<file path="config.mk">
export PLATFORM = sky130hd
export DESIGN_NAME = cdma_top
export DESIGN_NICKNAME = d
export VERILOG_FILES = /design/src/source/cdma_pkg.sv /design/src/source/cdma_cfg_regs.sv /design/src/source/cdma_ctrl.sv /design/src/source/cdma_backend.sv /design/src/source/cdma_top.sv
export VERILOG_INCLUDE_DIRS = /design/src /design/src/source
export SDC_FILE = /design/constraint.sdc
export NUM_CORES = 1
export LEC_CHECK = 0
export BUFFER_PORTS_ARGS = -buffer_cell sky130_fd_sc_hd__buf_4
export CAP_MARGIN = 20
export CORE_ASPECT_RATIO = 0.8
export CORE_MARGIN = 1.5
export CORE_UTILIZATION = 44
export CTS_BUF_LIST = sky130_fd_sc_hd__clkbuf_4 sky130_fd_sc_hd__clkbuf_8
export CTS_CLUSTER_SIZE = 24
export DETAILED_ROUTE_END_ITERATION = 8
export MAX_ROUTING_LAYER = met4
export PLACE_DENSITY_LB_ADDON = 0.2
export SKIP_LAST_GASP = 1
export SYNTH_ARGS = -nofsm -noshare
export SYNTH_HDL_FRONTEND = slang
export SYNTH_SLANG_ARGS = --single-unit
</file>
<file path="constraint.sdc">
create_clock -name clk_i -period 8.2 [get_ports clk_i]
set_clock_uncertainty 0.05 [all_clocks]
set_input_delay 0.82 -clock clk_i [delete_from_list [all_inputs] [get_ports clk_i]]
set_output_delay 0.82 -clock clk_i [all_outputs]
set_load 0.005 [all_outputs]
</file>
<file path="src/source/cdma_cfg.svh">
//////////////////////////////////////////////////
// cdma configuration: port count, descriptor
// queue depth and register byte offsets
//////////////////////////////////////////////////
`ifndef CDMA_CFG_SVH
`define CDMA_CFG_SVH

// two cores and one peripheral port
`define CDMA_NUM_PORTS 3

// backend descriptor queue depth, also the initial credit count
`define CDMA_DESC_DEPTH 4

// register byte offsets, only bits 4 to 2 are decoded
`define CDMA_REG_SRC    32'h00
`define CDMA_REG_DST    32'h04
`define CDMA_REG_LEN    32'h08
`define CDMA_REG_LAUNCH 32'h10
`define CDMA_REG_STATUS 32'h14

`endif

</file>
<file path="src/source/cdma_pkg.sv">
//////////////////////////////////////////////////
// cdma shared types for words, addresses, ids
// and transfer descriptors
//////////////////////////////////////////////////
`default_nettype none
`include "cdma_cfg.svh"

package cdma_pkg;

    // one data word on the register and memory ports
    typedef logic [31:0] word_t;

    // byte address
    typedef logic [31:0] addr_t;

    // transfer id, also used for the completed count
    typedef logic [31:0] xfer_id_t;

    // one 1d copy job
    typedef struct packed {
        word_t num_bytes;
        addr_t dst_addr;
        addr_t src_addr;
    } desc_t;

    // requester index
    localparam int unsigned port_idx_w =
        (`CDMA_NUM_PORTS > 1) ? $clog2(`CDMA_NUM_PORTS) : 1;

    typedef logic [port_idx_w-1:0] port_idx_t;

endpackage

`default_nettype wire

</file>
<file path="src/source/cdma_cfg_regs.sv">
//////////////////////////////////////////////////
// cdma register set for one requester with the
// launch handshake and the registered response
//////////////////////////////////////////////////
`timescale 1ns/1ps
`default_nettype none
`include "cdma_cfg.svh"

module cdma_cfg_regs (
    input  logic               clk_i,
    input  logic               rst_ni,
    input  logic               req_i,
    input  logic               we_i,
    input  cdma_pkg::addr_t    addr_i,
    input  cdma_pkg::word_t    wdata_i,
    output logic               gnt_o,
    output logic               r_valid_o,
    output cdma_pkg::word_t    r_data_o,
    output logic               launch_req_o,
    input  logic               launch_gnt_i,
    input  cdma_pkg::xfer_id_t launch_id_i,
    input  cdma_pkg::xfer_id_t done_count_i,
    output cdma_pkg::desc_t    desc_o
);
    import cdma_pkg::*;

    // word index of each register
    localparam logic [2:0] idx_src    = 3'(`CDMA_REG_SRC >> 2);
    localparam logic [2:0] idx_dst    = 3'(`CDMA_REG_DST >> 2);
    localparam logic [2:0] idx_len    = 3'(`CDMA_REG_LEN >> 2);
    localparam logic [2:0] idx_launch = 3'(`CDMA_REG_LAUNCH >> 2);
    localparam logic [2:0] idx_status = 3'(`CDMA_REG_STATUS >> 2);

    logic [2:0] reg_idx;
    logic       is_launch;
    logic       is_status;
    addr_t      src_q;
    addr_t      dst_q;
    word_t      len_q;
    logic       r_valid_q;
    word_t      r_data_q;

    assign reg_idx = addr_i[4:2];

    // a read of the launch register asks the controller for a slot
    assign is_launch    = req_i & ~we_i & (reg_idx == idx_launch);
    assign is_status    = ~we_i & (reg_idx == idx_status);
    assign launch_req_o = is_launch;

    // all other accesses are granted at once
    assign gnt_o = req_i & (~is_launch | launch_gnt_i);

    always_ff @(posedge clk_i or negedge rst_ni) begin
        if (!rst_ni) begin
            src_q <= '0;
            dst_q <= '0;
            len_q <= '0;
        end else if (gnt_o && we_i) begin
            case (reg_idx)
                idx_src: src_q <= wdata_i;
                idx_dst: dst_q <= wdata_i;
                idx_len: len_q <= wdata_i;
                default: ;
            endcase
        end
    end

    always_ff @(posedge clk_i or negedge rst_ni) begin
        if (!rst_ni) begin
            r_valid_q <= 1'b0;
        end else begin
            r_valid_q <= gnt_o;
        end
    end

    // response word, id for a launch, count for status, zero otherwise
    always_ff @(posedge clk_i) begin
        if (gnt_o) begin
            if (is_launch) begin
                r_data_q <= launch_id_i;
            end else if (is_status) begin
                r_data_q <= done_count_i;
            end else begin
                r_data_q <= '0;
            end
        end
    end

    assign r_valid_o = r_valid_q;
    assign r_data_o  = r_data_q;

    assign desc_o = '{num_bytes: len_q, dst_addr: dst_q, src_addr: src_q};

    // the controller only grants a pending launch
    gnt_needs_req_a: assert property (@(posedge clk_i) disable iff (!rst_ni)
        launch_gnt_i |-> launch_req_o);

endmodule

`default_nettype wire

</file>
<file path="src/source/cdma_ctrl.sv">
//////////////////////////////////////////////////
// cdma controller with round-robin launch arbiter,
// id generation, credits and busy tracking
//////////////////////////////////////////////////
`timescale 1ns/1ps
`default_nettype none
`include "cdma_cfg.svh"

module cdma_ctrl (
    input  logic                                  clk_i,
    input  logic                                  rst_ni,
    input  logic [`CDMA_NUM_PORTS-1:0]            launch_req_i,
    input  cdma_pkg::desc_t [`CDMA_NUM_PORTS-1:0] desc_i,
    output logic [`CDMA_NUM_PORTS-1:0]            launch_gnt_o,
    output cdma_pkg::xfer_id_t                    launch_id_o,
    output cdma_pkg::xfer_id_t                    done_count_o,
    output logic                                  desc_push_o,
    output cdma_pkg::desc_t                       desc_o,
    input  logic                                  credit_i,
    input  logic                                  done_i,
    output logic                                  busy_o,
    output logic [`CDMA_NUM_PORTS-1:0]            term_event_o
);
    import cdma_pkg::*;

    localparam int unsigned num_ports = `CDMA_NUM_PORTS;
    localparam int unsigned credit_w  = $clog2(`CDMA_DESC_DEPTH + 1);

    logic [credit_w-1:0]  credit_q;
    port_idx_t            last_q;
    port_idx_t            sel_idx;
    logic                 sel_valid;
    logic                 issue;
    xfer_id_t             next_id_q;
    xfer_id_t             done_q;
    xfer_id_t             outstanding_q;
    logic [num_ports-1:0] term_q;

    // search starts one past the port granted last
    always_comb begin : proc_rr
        int unsigned cand;
        sel_valid = 1'b0;
        sel_idx   = last_q;
        for (int unsigned k = 1; k <= num_ports; k++) begin
            cand = (32'(last_q) + k) % num_ports;
            if (!sel_valid && launch_req_i[cand]) begin
                sel_valid = 1'b1;
                sel_idx   = port_idx_t'(cand);
            end
        end
    end

    // without credit the requests simply wait
    assign issue = sel_valid & (credit_q != '0);

    always_comb begin
        launch_gnt_o = '0;
        if (issue) begin
            launch_gnt_o[sel_idx] = 1'b1;
        end
    end

    assign desc_push_o = issue;
    assign desc_o      = desc_i[sel_idx];

    always_ff @(posedge clk_i or negedge rst_ni) begin
        if (!rst_ni) begin
            credit_q      <= credit_w'(`CDMA_DESC_DEPTH);
            last_q        <= port_idx_t'(num_ports - 1);
            next_id_q     <= '0;
            done_q        <= '0;
            outstanding_q <= '0;
            term_q        <= '0;
        end else begin
            credit_q      <= credit_q - credit_w'(issue) + credit_w'(credit_i);
            outstanding_q <= outstanding_q + xfer_id_t'(issue) - xfer_id_t'(done_i);
            term_q        <= {num_ports{done_i}};
            if (issue) begin
                last_q    <= sel_idx;
                next_id_q <= next_id_q + 32'd1;
            end
            if (done_i) begin
                done_q <= done_q + 32'd1;
            end
        end
    end

    assign launch_id_o  = next_id_q;
    assign done_count_o = done_q;
    assign busy_o       = (outstanding_q != '0);
    assign term_event_o = term_q;

    // backend returns no more credits than it was given
    credit_bound_a: assert property (@(posedge clk_i) disable iff (!rst_ni)
        credit_q <= credit_w'(`CDMA_DESC_DEPTH));

    // every completion belongs to a transfer that was issued
    done_issued_a: assert property (@(posedge clk_i) disable iff (!rst_ni)
        done_i |-> outstanding_q != '0);

endmodule

`default_nettype wire

</file>
<file path="src/source/cdma_backend.sv">
//////////////////////////////////////////////////
// cdma backend with descriptor queue and a word
// copy engine on the memory port
//////////////////////////////////////////////////
`timescale 1ns/1ps
`default_nettype none
`include "cdma_cfg.svh"

module cdma_backend (
    input  logic            clk_i,
    input  logic            rst_ni,
    input  logic            desc_push_i,
    input  cdma_pkg::desc_t desc_i,
    output logic            credit_o,
    output logic            done_o,
    output logic            mem_req_o,
    output logic            mem_we_o,
    output cdma_pkg::addr_t mem_addr_o,
    output cdma_pkg::word_t mem_wdata_o,
    input  cdma_pkg::word_t mem_rdata_i
);
    import cdma_pkg::*;

    localparam int unsigned depth = `CDMA_DESC_DEPTH;
    localparam int unsigned ptr_w = (depth > 1) ? $clog2(depth) : 1;
    localparam int unsigned cnt_w = $clog2(depth + 1);

    typedef enum logic [1:0] {
        st_idle,
        st_read,
        st_write
    } state_e;

    desc_t            queue_q [depth];
    logic [ptr_w-1:0] wr_ptr_q;
    logic [ptr_w-1:0] rd_ptr_q;
    logic [cnt_w-1:0] count_q;
    logic             pop;
    desc_t            head;
    state_e           state_q;
    state_e           state_d;
    addr_t            src_q;
    addr_t            dst_q;
    word_t            rem_q;
    logic             last_word;

    assign head      = queue_q[rd_ptr_q];
    assign pop       = (state_q == st_idle) && (count_q != '0);
    assign last_word = (rem_q <= 32'd4);

    // each pop frees a queue slot and returns a credit
    assign credit_o = pop;
    assign done_o   = (pop && head.num_bytes == '0) || (state_q == st_write && last_word);

    always_ff @(posedge clk_i) begin
        if (desc_push_i) begin
            queue_q[wr_ptr_q] <= desc_i;
        end
    end

    always_ff @(posedge clk_i or negedge rst_ni) begin
        if (!rst_ni) begin
            wr_ptr_q <= '0;
            rd_ptr_q <= '0;
            count_q  <= '0;
            state_q  <= st_idle;
        end else begin
            state_q <= state_d;
            count_q <= count_q + cnt_w'(desc_push_i) - cnt_w'(pop);
            if (desc_push_i) begin
                wr_ptr_q <= (wr_ptr_q == ptr_w'(depth - 1)) ? '0 : wr_ptr_q + 1'b1;
            end
            if (pop) begin
                rd_ptr_q <= (rd_ptr_q == ptr_w'(depth - 1)) ? '0 : rd_ptr_q + 1'b1;
            end
        end
    end

    // read one word, then write it back out on the next cycle
    always_comb begin
        state_d     = state_q;
        mem_req_o   = 1'b0;
        mem_we_o    = 1'b0;
        mem_addr_o  = '0;
        mem_wdata_o = '0;
        case (state_q)
            st_idle: begin
                if (pop && head.num_bytes != '0) begin
                    state_d = st_read;
                end
            end
            st_read: begin
                mem_req_o  = 1'b1;
                mem_addr_o = src_q;
                state_d    = st_write;
            end
            st_write: begin
                mem_req_o   = 1'b1;
                mem_we_o    = 1'b1;
                mem_addr_o  = dst_q;
                mem_wdata_o = mem_rdata_i;
                state_d     = last_word ? st_idle : st_read;
            end
            default: state_d = st_idle;
        endcase
    end

    // address walkers and remaining bytes
    always_ff @(posedge clk_i) begin
        if (pop) begin
            src_q <= head.src_addr;
            dst_q <= head.dst_addr;
            rem_q <= head.num_bytes;
        end else if (state_q == st_write) begin
            src_q <= src_q + 32'd4;
            dst_q <= dst_q + 32'd4;
            rem_q <= rem_q - 32'd4;
        end
    end

    // credits in the controller keep the queue from overflowing
    no_overflow_a: assert property (@(posedge clk_i) disable iff (!rst_ni)
        desc_push_i |-> count_q < cnt_w'(depth));

endmodule

`default_nettype wire

</file>
<file path="src/source/cdma_top.sv">
//////////////////////////////////////////////////
// cdma top level with register sets, controller
// and copy backend
//////////////////////////////////////////////////
`timescale 1ns/1ps
`default_nettype none
`include "cdma_cfg.svh"

module cdma_top (
    input  logic                                  clk_i,
    input  logic                                  rst_ni,
    input  logic [`CDMA_NUM_PORTS-1:0]            req_i,
    input  logic [`CDMA_NUM_PORTS-1:0]            we_i,
    input  cdma_pkg::addr_t [`CDMA_NUM_PORTS-1:0] addr_i,
    input  cdma_pkg::word_t [`CDMA_NUM_PORTS-1:0] wdata_i,
    output logic [`CDMA_NUM_PORTS-1:0]            gnt_o,
    output logic [`CDMA_NUM_PORTS-1:0]            r_valid_o,
    output cdma_pkg::word_t [`CDMA_NUM_PORTS-1:0] r_data_o,
    output logic                                  mem_req_o,
    output logic                                  mem_we_o,
    output cdma_pkg::addr_t                       mem_addr_o,
    output cdma_pkg::word_t                       mem_wdata_o,
    input  cdma_pkg::word_t                       mem_rdata_i,
    output logic                                  busy_o,
    output logic [`CDMA_NUM_PORTS-1:0]            term_event_o
);
    import cdma_pkg::*;

    logic [`CDMA_NUM_PORTS-1:0]  launch_req;
    logic [`CDMA_NUM_PORTS-1:0]  launch_gnt;
    desc_t [`CDMA_NUM_PORTS-1:0] port_desc;
    xfer_id_t                    launch_id;
    xfer_id_t                    done_count;
    logic                        desc_push;
    desc_t                       be_desc;
    logic                        credit;
    logic                        done;

    // one register set per requester, all see the same id and count
    for (genvar i = 0; i < `CDMA_NUM_PORTS; i++) begin : gen_regs
        cdma_cfg_regs i_regs (
            .clk_i        ( clk_i         ),
            .rst_ni       ( rst_ni        ),
            .req_i        ( req_i[i]      ),
            .we_i         ( we_i[i]       ),
            .addr_i       ( addr_i[i]     ),
            .wdata_i      ( wdata_i[i]    ),
            .gnt_o        ( gnt_o[i]      ),
            .r_valid_o    ( r_valid_o[i]  ),
            .r_data_o     ( r_data_o[i]   ),
            .launch_req_o ( launch_req[i] ),
            .launch_gnt_i ( launch_gnt[i] ),
            .launch_id_i  ( launch_id     ),
            .done_count_i ( done_count    ),
            .desc_o       ( port_desc[i]  )
        );
    end

    cdma_ctrl i_ctrl (
        .clk_i        ( clk_i        ),
        .rst_ni       ( rst_ni       ),
        .launch_req_i ( launch_req   ),
        .desc_i       ( port_desc    ),
        .launch_gnt_o ( launch_gnt   ),
        .launch_id_o  ( launch_id    ),
        .done_count_o ( done_count   ),
        .desc_push_o  ( desc_push    ),
        .desc_o       ( be_desc      ),
        .credit_i     ( credit       ),
        .done_i       ( done         ),
        .busy_o       ( busy_o       ),
        .term_event_o ( term_event_o )
    );

    cdma_backend i_backend (
        .clk_i       ( clk_i       ),
        .rst_ni      ( rst_ni      ),
        .desc_push_i ( desc_push   ),
        .desc_i      ( be_desc     ),
        .credit_o    ( credit      ),
        .done_o      ( done        ),
        .mem_req_o   ( mem_req_o   ),
        .mem_we_o    ( mem_we_o    ),
        .mem_addr_o  ( mem_addr_o  ),
        .mem_wdata_o ( mem_wdata_o ),
        .mem_rdata_i ( mem_rdata_i )
    );

endmodule

`default_nettype wire

</file>
==> key figures, run 1 <==
Logic synthesis
  • FF+latch count, synth: 978
  • Ys async rst share: 0.411
  • Synth cell types: 76
  • Syn Area/Cell: around 14 µm²
  • Synthesis warning total: 0
  • Syn Std Cell Area: 0.0434 mm²
  • Syn_nets: 3377
  • Cell taking the most area after synthesis: edfxtp_1
  • Main synth FF type: edfxtp_1
  • Area contributors post-synth: edfxtp_1 (40%), dfrtp_1 (23%), mux2_2 (7.5%)
  • EDFF count, synth: 576
  • Post-Syn Instances: 3073
  • Post-synth top area share: 0.399
  • Part of the Yosys area used for sequential elements: 0.630

Die
  • Initial Utilization: 0.446
  • Die width: ~350 µm
  • Die Area: 0.101 mm²
  • Die height: 284 µm
  • Cell Rows: slightly above 100
  • Core area: 0.0972 mm²
  • Io pins: 404

Worst setup path
  • CP Max Fanout: 49
  • Setup CP Type: flip-flop to flip-flop
  • Crit path arrival time: 6.84 ns
  • Worst R2R Path Depth: 16
  • Slowest cell on the critical path: dfrtp_4
  • CP Launch Type: flip-flop
  • Crit-path cells: mux4_1 > nor4_1 > nand4_1 > o32ai_4 > buf_4 > ha_1 > inv_1 > ha_1 > a21o_1 > a21oi_1 > o31a_1 > o21bai_1 > a31oi_1 > o21ai_0 > a2111oi_0 > a311oi_1
  • CP required: around 8.8 ns
  • R2R Path End: i_ctrl.outstanding_q[27]$_DFF_PN0_
  • Cell family contributing the most delay on the critical path: compound AO/OA/AOI/OAI gates
  • Largest stage delay on the critical path: 1.04 ns
  • R2R Setup Slk: 1.98 ns
  • CP endpoint kind: flip-flop
  • Worst r2r src: i_backend.rd_ptr_q[0]$_DFFE_PN0P_
  • WP buf/inv: 2
  • Most frequent CP cell: ha_1

Detailed routing
  • Vias per cell: 5.53
  • WL final: between 100000 and 150000 µm
  • WL/cell: 23.1 µm
  • Antenna Violating Nets Remaining: 0
  • Iteration-0 DRC Markers: 2528
  • Vias: 26900
  • DRC viols: 0
  • Drt pass-1 iters: 7

Placement
  • DP HPWL: between 70000 and 80000 µm
  • DP Area: 0.0472 mm²
  • Routability congestion estimate: 0.863
  • Port bufs: 316

Clock network
  • CTS sink cnt: 978
  • Setup Buffers After CTS: 0
  • CTS tree: built
  • Clk_lat worst skew: just over 0.8 ns
  • Root buffer cell: clkbuf_8
  • Total CTS buffers: around 160
  • Clock-pin slew on the worst setup and hold paths: 0.06 ns
  • Post_cts resized: 0
  • Max clock buf depth: 3
  • H-tree levels: 4

Min path
  • Hold Path End: gen_regs[2].i_regs.len_q[2]$_DFFE_PN0P_
  • HP Start: wdata_i[66]
  • Hold depth: 2
  • Hold/Removal Path Class: input port to flip-flop

Power and ir drop
  • Leakage power: between 0.015 and 0.02 µW
  • Worst IR Drop VDD: 0.000216 V
  • Cell area power density: around 350 mW/mm²

Global route
  • Wire length of the first global-routing pass: 171000 µm
  • Initial antenna violation count: 12
  • Vias in the first global route: around 28000
  • Overflow after GRT: 0
  • Largest net degree at the start of global routing: 98
  • Gr usage total: 0.230

Finish
  • Area Overhead vs Synth: 16.7%
  • Layout fillers: 8208
  • Layout cells sized above 1: 0.295
  • Cell area after layout: 0.0506 mm²
  • Layout Utilization: 0.521
  • Nets@finish: approximately 3700

Outcome
  • Status: complete, no violations

Timing
  • Post-layout min period: 6.22 ns
  • Highest clock rate: 161 MHz
  • Final Setup Violations: 0
  • Slew Limit Fails: 0
  • Slew HR: 0.253
  • Final Hold Vio Count: 0
  • Unrepaired setup endpoints after global routing: no
  • Final period util: 0.759
  • Setup Total Neg Slack: 0 ns
  • Hold WS: 0.212 ns
  • Worst-Margin Slew: 1.12 ns

Job
  • Max Cap Viol: 0
-- logic make-up (layout without fill, tap and decap cells) --
kind of cell,count (synthesis),in the layout,synth area share
AOI/OAI and AO/OA,439,439,0.0659
DFF,978,978,0.630
muxes,483,483,0.148
other,0,12,0
adders and majority gates,73,73,0.0215
xor gates and xnor gates,166,166,0.0335
and+or+nand+nor,683,683,0.0768
buffers and inverters,251,740,0.0235
-- cells in the final DEF, fill, tap and decap left out, types with 5 or more instances in the layout --
cell type / instances
edfxtp_1: 576
dfrtp_1: 398
buf_4: 357
mux2_2: 290
nand2_1: 274
o21ai_0: 202
clkbuf_8: 186
mux2i_1: 97
nor2_1: 96
xnor2_1: 96
a22o_1: 91
mux4_2: 85
inv_1: 79
xor2_1: 70
clkbuf_4: 69
ha_1: 68
nand3_1: 53
and2_1: 44
nor2b_1: 43
a22oi_1: 35
a21oi_1: 35
nor3_1: 27
and3_1: 27
nand4_1: 25
nor4_1: 20
clkinv_1: 17
diode_2: 12
a31oi_1: 12
or3_1: 11
mux4_1: 11
a21o_1: 10
nand2b_1: 10
o21bai_1: 9
and4_1: 9
clkinv_2: 9
o211ai_1: 5
clkinvlp_4: 5
-- cells in the mapped netlist (36+ instances only) --
cell type	count
edfxtp_1	576
dfrtp_1	400
mux2_2	290
nand2_1	277
o21ai_0	202
clkbuf_1	110
mux2i_1	97
nor2_1	96
xnor2_1	96
a22o_1	91
mux4_2	85
inv_1	79
xor2_1	70
ha_1	69
nand3_1	53
and2_1	48
nor2b_1	43
a21oi_1	36
-- how the worst max path moves through the flow --
stage                                       from                                  to  depth (start not counted)
2_1_floorplan                         addr_i[67]                            gnt_o[0]                         14
3_3_place_gp   i_backend.rd_ptr_q[0]$_DFFE_PN0P_  i_ctrl.outstanding_q[27]$_DFF_PN0_                         16
3_5_place_dp   i_backend.rd_ptr_q[0]$_DFFE_PN0P_  i_ctrl.outstanding_q[27]$_DFF_PN0_                         16
4_1_cts        i_backend.rd_ptr_q[0]$_DFFE_PN0P_  i_ctrl.outstanding_q[27]$_DFF_PN0_                         16
5_1_grt        i_backend.rd_ptr_q[0]$_DFFE_PN0P_  i_ctrl.outstanding_q[27]$_DFF_PN0_                         16
6_report       i_backend.rd_ptr_q[0]$_DFFE_PN0P_  i_ctrl.outstanding_q[27]$_DFF_PN0_                         16
-- layout make-up --
type	instances	area, µm²	share of cell area
sequential	978	27400	0.540
clock buffer	254	3070	0.0606
clock inverter	41	278	0.00549
tap	1300	1630	0.0321
timing repair buffer	364	2810	0.0554
multi-input combinational	1844	15200	0.299
antenna	12	30.0	0.000593
inverter	81	307	0.00605
-- worst reg2reg max path: cells and delay by family (launching register included) --
kind                     cells  cell delay, ns
AND/OR/NAND/NOR              2            0.81
buffers and inverters        2            0.32
flip-flops                   1            1.04
AO/OA/AOI/OAI                9            2.58
adder cells (fa/ha/maj)      2            0.52
multiplexers                 1            0.74
-- stage by stage --
| stage | setup WS [ns] | total power, µW | std cells |
|---|---|---|---|
| after floorplan | 1.52 | 11300 | 3073 |
| after global placement | 1.96 | 13100 | 4561 |
| after detailed placement | 1.99 | 13300 | 4562 |
| after CTS | 1.96 | 17700 | 4858 |
| after global routing | 1.46 | 18700 | 4871 |
| final | 1.98 | 17600 | 4874 |
-- where the power goes --
part / switching (µW) / internal, µW
combinational: 3470 / 2340
sequential: 709 / 6750
clock: 1960 / 2420
total: 6130 / 11500
-- repair_timing --
action / CTS / global route
hold buffers: 1 / 0
setup endpoints to repair: 0 / 0
hold endpoints to repair: 81 / 0
-- registers in the layout (all words and copies together), names as in the netlist, 96 cells and up --
| signal | flops |
|---|---|
| gen_regs.i_regs.src_q | 96 |
| gen_regs.i_regs.dst_q | 96 |
| gen_regs.i_regs.len_q | 96 |
| i_backend.queue_q | 384 |
| gen_regs.i_regs.r_data_o | 96 |
-- per-layer routing --
layer / routed length (µm) / track usage
met3: 7820 / 0.0552
met1: 52000 / 0.324
met5: 0 / -
met4: 1960 / 0.0635
met2: 51000 / 0.332
No activity file was read; power rests on OpenSTA's default activity.
==> run 2, diff against run 1 <==
- clock period: 8.2 -> 5.78 ns (I/O delays scaled with it)
==> key figures, run 2 (synthesized netlist as in run 1, its figures left out) <==
Outcome
  • Status: complete, no violations (unchanged)

Worst setup path
  • Slowest cell on the critical path: mux4_2 (was dfrtp_4)
  • Worst r2r src: i_backend.rd_ptr_q[0]$_DFFE_PN0P_ (unchanged)
  • CP required: 6.44 ns (was 8.81 ns)
  • R2R Path End: i_ctrl.outstanding_q[30]$_DFF_PN0_ (was i_ctrl.outstanding_q[27]$_DFF_PN0_)
  • Crit-path cells: buf_12 > mux4_2 > nor4_1 > nand4_1 > o32ai_4 > ha_1 > inv_1 > ha_1 > inv_1 > fa_1 > nor2b_1 > o311a_1 > o311a_1 > o211ai_1 > a31oi_1 > o31ai_2 > nand3_1 > o311ai_0 (was mux4_1 > nor4_1 > nand4_1 > o32ai_4 > buf_4 > ha_1 > inv_1 > ha_1 > a21o_1 > a21oi_1 > o31a_1 > o21bai_1 > a31oi_1 > o21ai_0 > a2111oi_0 > a311oi_1)
  • R2R Setup Slk: 0.27 ns (was 1.98 ns)
  • Worst R2R Path Depth: 18 (was 16)
  • End point of the critical path: i_ctrl.outstanding_q[30]$_DFF_PN0_ (was i_ctrl.outstanding_q[27]$_DFF_PN0_)
  • CP Max Fanout: 28 (was 49)
  • Crit path arrival time: 6.16 ns (was 6.84 ns)
  • CP endpoint kind: flip-flop (unchanged)
  • Cell family contributing the most delay on the critical path: compound AO/OA/AOI/OAI gates (unchanged)
  • CP Depth: 18 (was 16)
  • Largest stage delay on the critical path: 0.56 ns (was 1.04 ns)
  • WP buf/inv: 3 (was 2)
  • Worst setup startpoint: i_backend.rd_ptr_q[0]$_DFFE_PN0P_ (unchanged)
  • CP Launch Type: flip-flop (unchanged)
  • Setup CP Type: flip-flop to flip-flop (unchanged)

Job
  • Max Cap Viol: 0 (unchanged)

Die
  • Io pins: 404 (unchanged)
  • Cell Rows: 102 (unchanged)
  • Die Area: 0.101 mm² (unchanged)
  • Die height: 284 µm (unchanged)
  • Die width: 354 µm (unchanged)
  • Core area: 0.0972 mm² (unchanged)
  • Initial Utilization: 0.446 (unchanged)

Global route
  • Wire length of the first global-routing pass: 173000 µm (was 171000 µm)
  • Largest net degree at the start of global routing: 172 (was 98)
  • Overflow after GRT: 0 (unchanged)
  • Initial antenna violation count: 9 (was 12)
  • Vias in the first global route: 28600 (was 27800)
  • Gr usage total: 0.231 (was 0.230)

Timing
  • Final Setup Violations: 0 (unchanged)
  • Final Hold Vio Count: 0 (unchanged)
  • Final period util: 0.953 (was 0.759)
  • Slew HR: 0.257 (was 0.253)
  • Worst-Margin Slew: 1.11 ns (was 1.12 ns)
  • Hold WS: 0.224 ns (was 0.212 ns)
  • Post-layout min period: 5.51 ns (was 6.22 ns)
  • Highest clock rate: 182 MHz (was 161 MHz)
  • Slew Limit Fails: 0 (unchanged)

Clock network
  • H-tree levels: 4 (unchanged)
  • Clk_lat worst skew: 0.82 ns (was 0.81 ns)
  • Setup Buffers After CTS: 0 (unchanged)
  • Max clock buf depth: 3 (unchanged)
  • CTS sink cnt: 978 (unchanged)
  • Clock-pin slew on the worst setup and hold paths: 0.07 ns (was 0.06 ns)
  • Total CTS buffers: 158 (was 162)
  • CTS tree: built (unchanged)
  • Root buffer cell: clkbuf_8 (unchanged)

Detailed routing
  • WL/cell: 22.4 µm (was 23.1 µm)
  • Drt pass-1 iters: 6 (was 7)
  • DRC viols: 0 (unchanged)
  • Antenna Violating Nets Remaining: 0 (unchanged)
  • Vias: 27800 (was 26900)
  • WL final: 113000 µm (about the same)
  • Vias per cell: 5.53 (about the same)
  • Iteration-0 DRC Markers: 2566 (was 2528)

Finish
  • Largest register FFs: 384 (unchanged)
  • Largest reg by FF count: i_backend.queue_q (unchanged)
  • Nets@finish: 3888 (was 3735)
  • Area Overhead vs Synth: 19.9% (was 16.7%)
  • Commonest non-fill, non-tap cell in the layout: edfxtp_1 (unchanged)
  • Layout cells sized above 1: 0.297 (was 0.295)
  • Commonest non-fill, non-tap cells in the layout: edfxtp_1 (576), buf_4 (412), dfrtp_1 (398) (was edfxtp_1 (576), dfrtp_1 (398), buf_4 (357))
  • Layout Utilization: 0.535 (was 0.521)
  • Layout fillers: 8091 (was 8208)

Power and ir drop
  • Worst IR Drop VDD: 0.000323 V (was 0.000216 V)
  • Cell area power density: 491 mW/mm² (was 348 mW/mm²)
  • Leakage power: 0.0204 µW (was 0.0197 µW)

Min path
  • Hold/Removal Path Class: input port to flip-flop (unchanged)

Placement
  • Port bufs: 316 (unchanged)
  • Routability congestion estimate: 0.881 (was 0.863)
  • DP HPWL: 75100 µm (was 75000 µm)
run 2: changes by cell type in the layout (fill, tap and decap cells not counted), moves of 2 or more:
cell and change:
inv_8 +2, diode_2 -4, clkinv_2 +6, bufinv_16 +3, clkbuf_4 -4, dlygate4sd3_1 +96, buf_4 +55, clkbuf_8 -15
clkinvlp_4 -2, clkinv_8 +2, clkinv_1 +4, buf_12 +8
run 2: metal layers:
metal	routed length, µm	global-route usage
met1	52400	0.337
met5	0	-
met2	51000	0.334
met3	7390	0.0383
met4	1810	0.0605
run 2: per-stage QoR:
stage / instance area, µm² / TNS (ns) / setup WS (ns) / power [µW] / std cells
2_1_floorplan: 43400 / 0 / 0.411 / 16000 / 3073
3_3_place_gp: 47800 / 0 / 0.262 / 19000 / 4626
3_5_place_dp: 47800 / 0 / 0.160 / 19400 / 4626
4_1_cts: 52000 / 0 / 0.141 / 25600 / 5013
5_1_grt: 52100 / -0.0164 / -0.0164 / 27000 / 5021
6_report: 52100 / 0 / 0.272 / 25600 / 5022
run 2: where the power goes:
| part | internal (µW) | switching (µW) |
|---|---|---|
| registers | 9560 | 887 |
| logic | 3730 | 5220 |
| clock network | 3360 | 2810 |
run 2: layout make-up:
type	instances	area, µm²	share of cell area
flip-flops and latches	978	27400	0.526
multi-input cells	1844	15200	0.291
repair buffers	521	4310	0.0827
clock buffers	236	2840	0.0546
well taps	1300	1630	0.0312
clock inverters	54	428	0.00822
inverters	81	307	0.00589
diodes	8	20.0	0.000385
run 2: what timing repair did:
action	CTS	global route
endpoints found under the setup margin	0	4
hold buffers	97	0
resized for setup	0	3
hold endpoints to repair	372	0
run 2: worst min path at each step:
stage                                                   from                                       end  slack [ns]  cells after the start
floorplan                                             rst_ni   gen_regs[0].i_regs.dst_q[0]$_DFFE_PN0P_        0.23                      0
global placement    gen_regs[0].i_regs.len_q[23]$_DFFE_PN0P_  gen_regs[0].i_regs.len_q[23]$_DFFE_PN0P_        0.44                      1
detailed placement  gen_regs[1].i_regs.len_q[21]$_DFFE_PN0P_  gen_regs[1].i_regs.len_q[21]$_DFFE_PN0P_        0.44                      1
CTS                                                 req_i[0]  gen_regs[0].i_regs.r_data_o[9]$_DFFE_PP_        0.14                      2
global route                                        req_i[0]  gen_regs[0].i_regs.r_data_o[9]$_DFFE_PP_        0.18                      2
finish                                              req_i[0]  gen_regs[0].i_regs.r_data_o[9]$_DFFE_PP_        0.22                      2
run 2: worst reg2reg max path, cell delays in order, from the launching register on:
cell      delay, ns
dfrtp_4        0.55
buf_12         0.29
mux4_2         0.58
nor4_1         0.48
nand4_1        0.32
o32ai_4        0.43
ha_1           0.19
inv_1          0.04
ha_1           0.19
inv_1          0.08
fa_1           0.22
nor2b_1        0.08
o311a_1        0.33
o311a_1        0.34
o211ai_1       0.33
a31oi_1        0.20
o31ai_2        0.48
nand3_1        0.12
o311ai_0       0.11
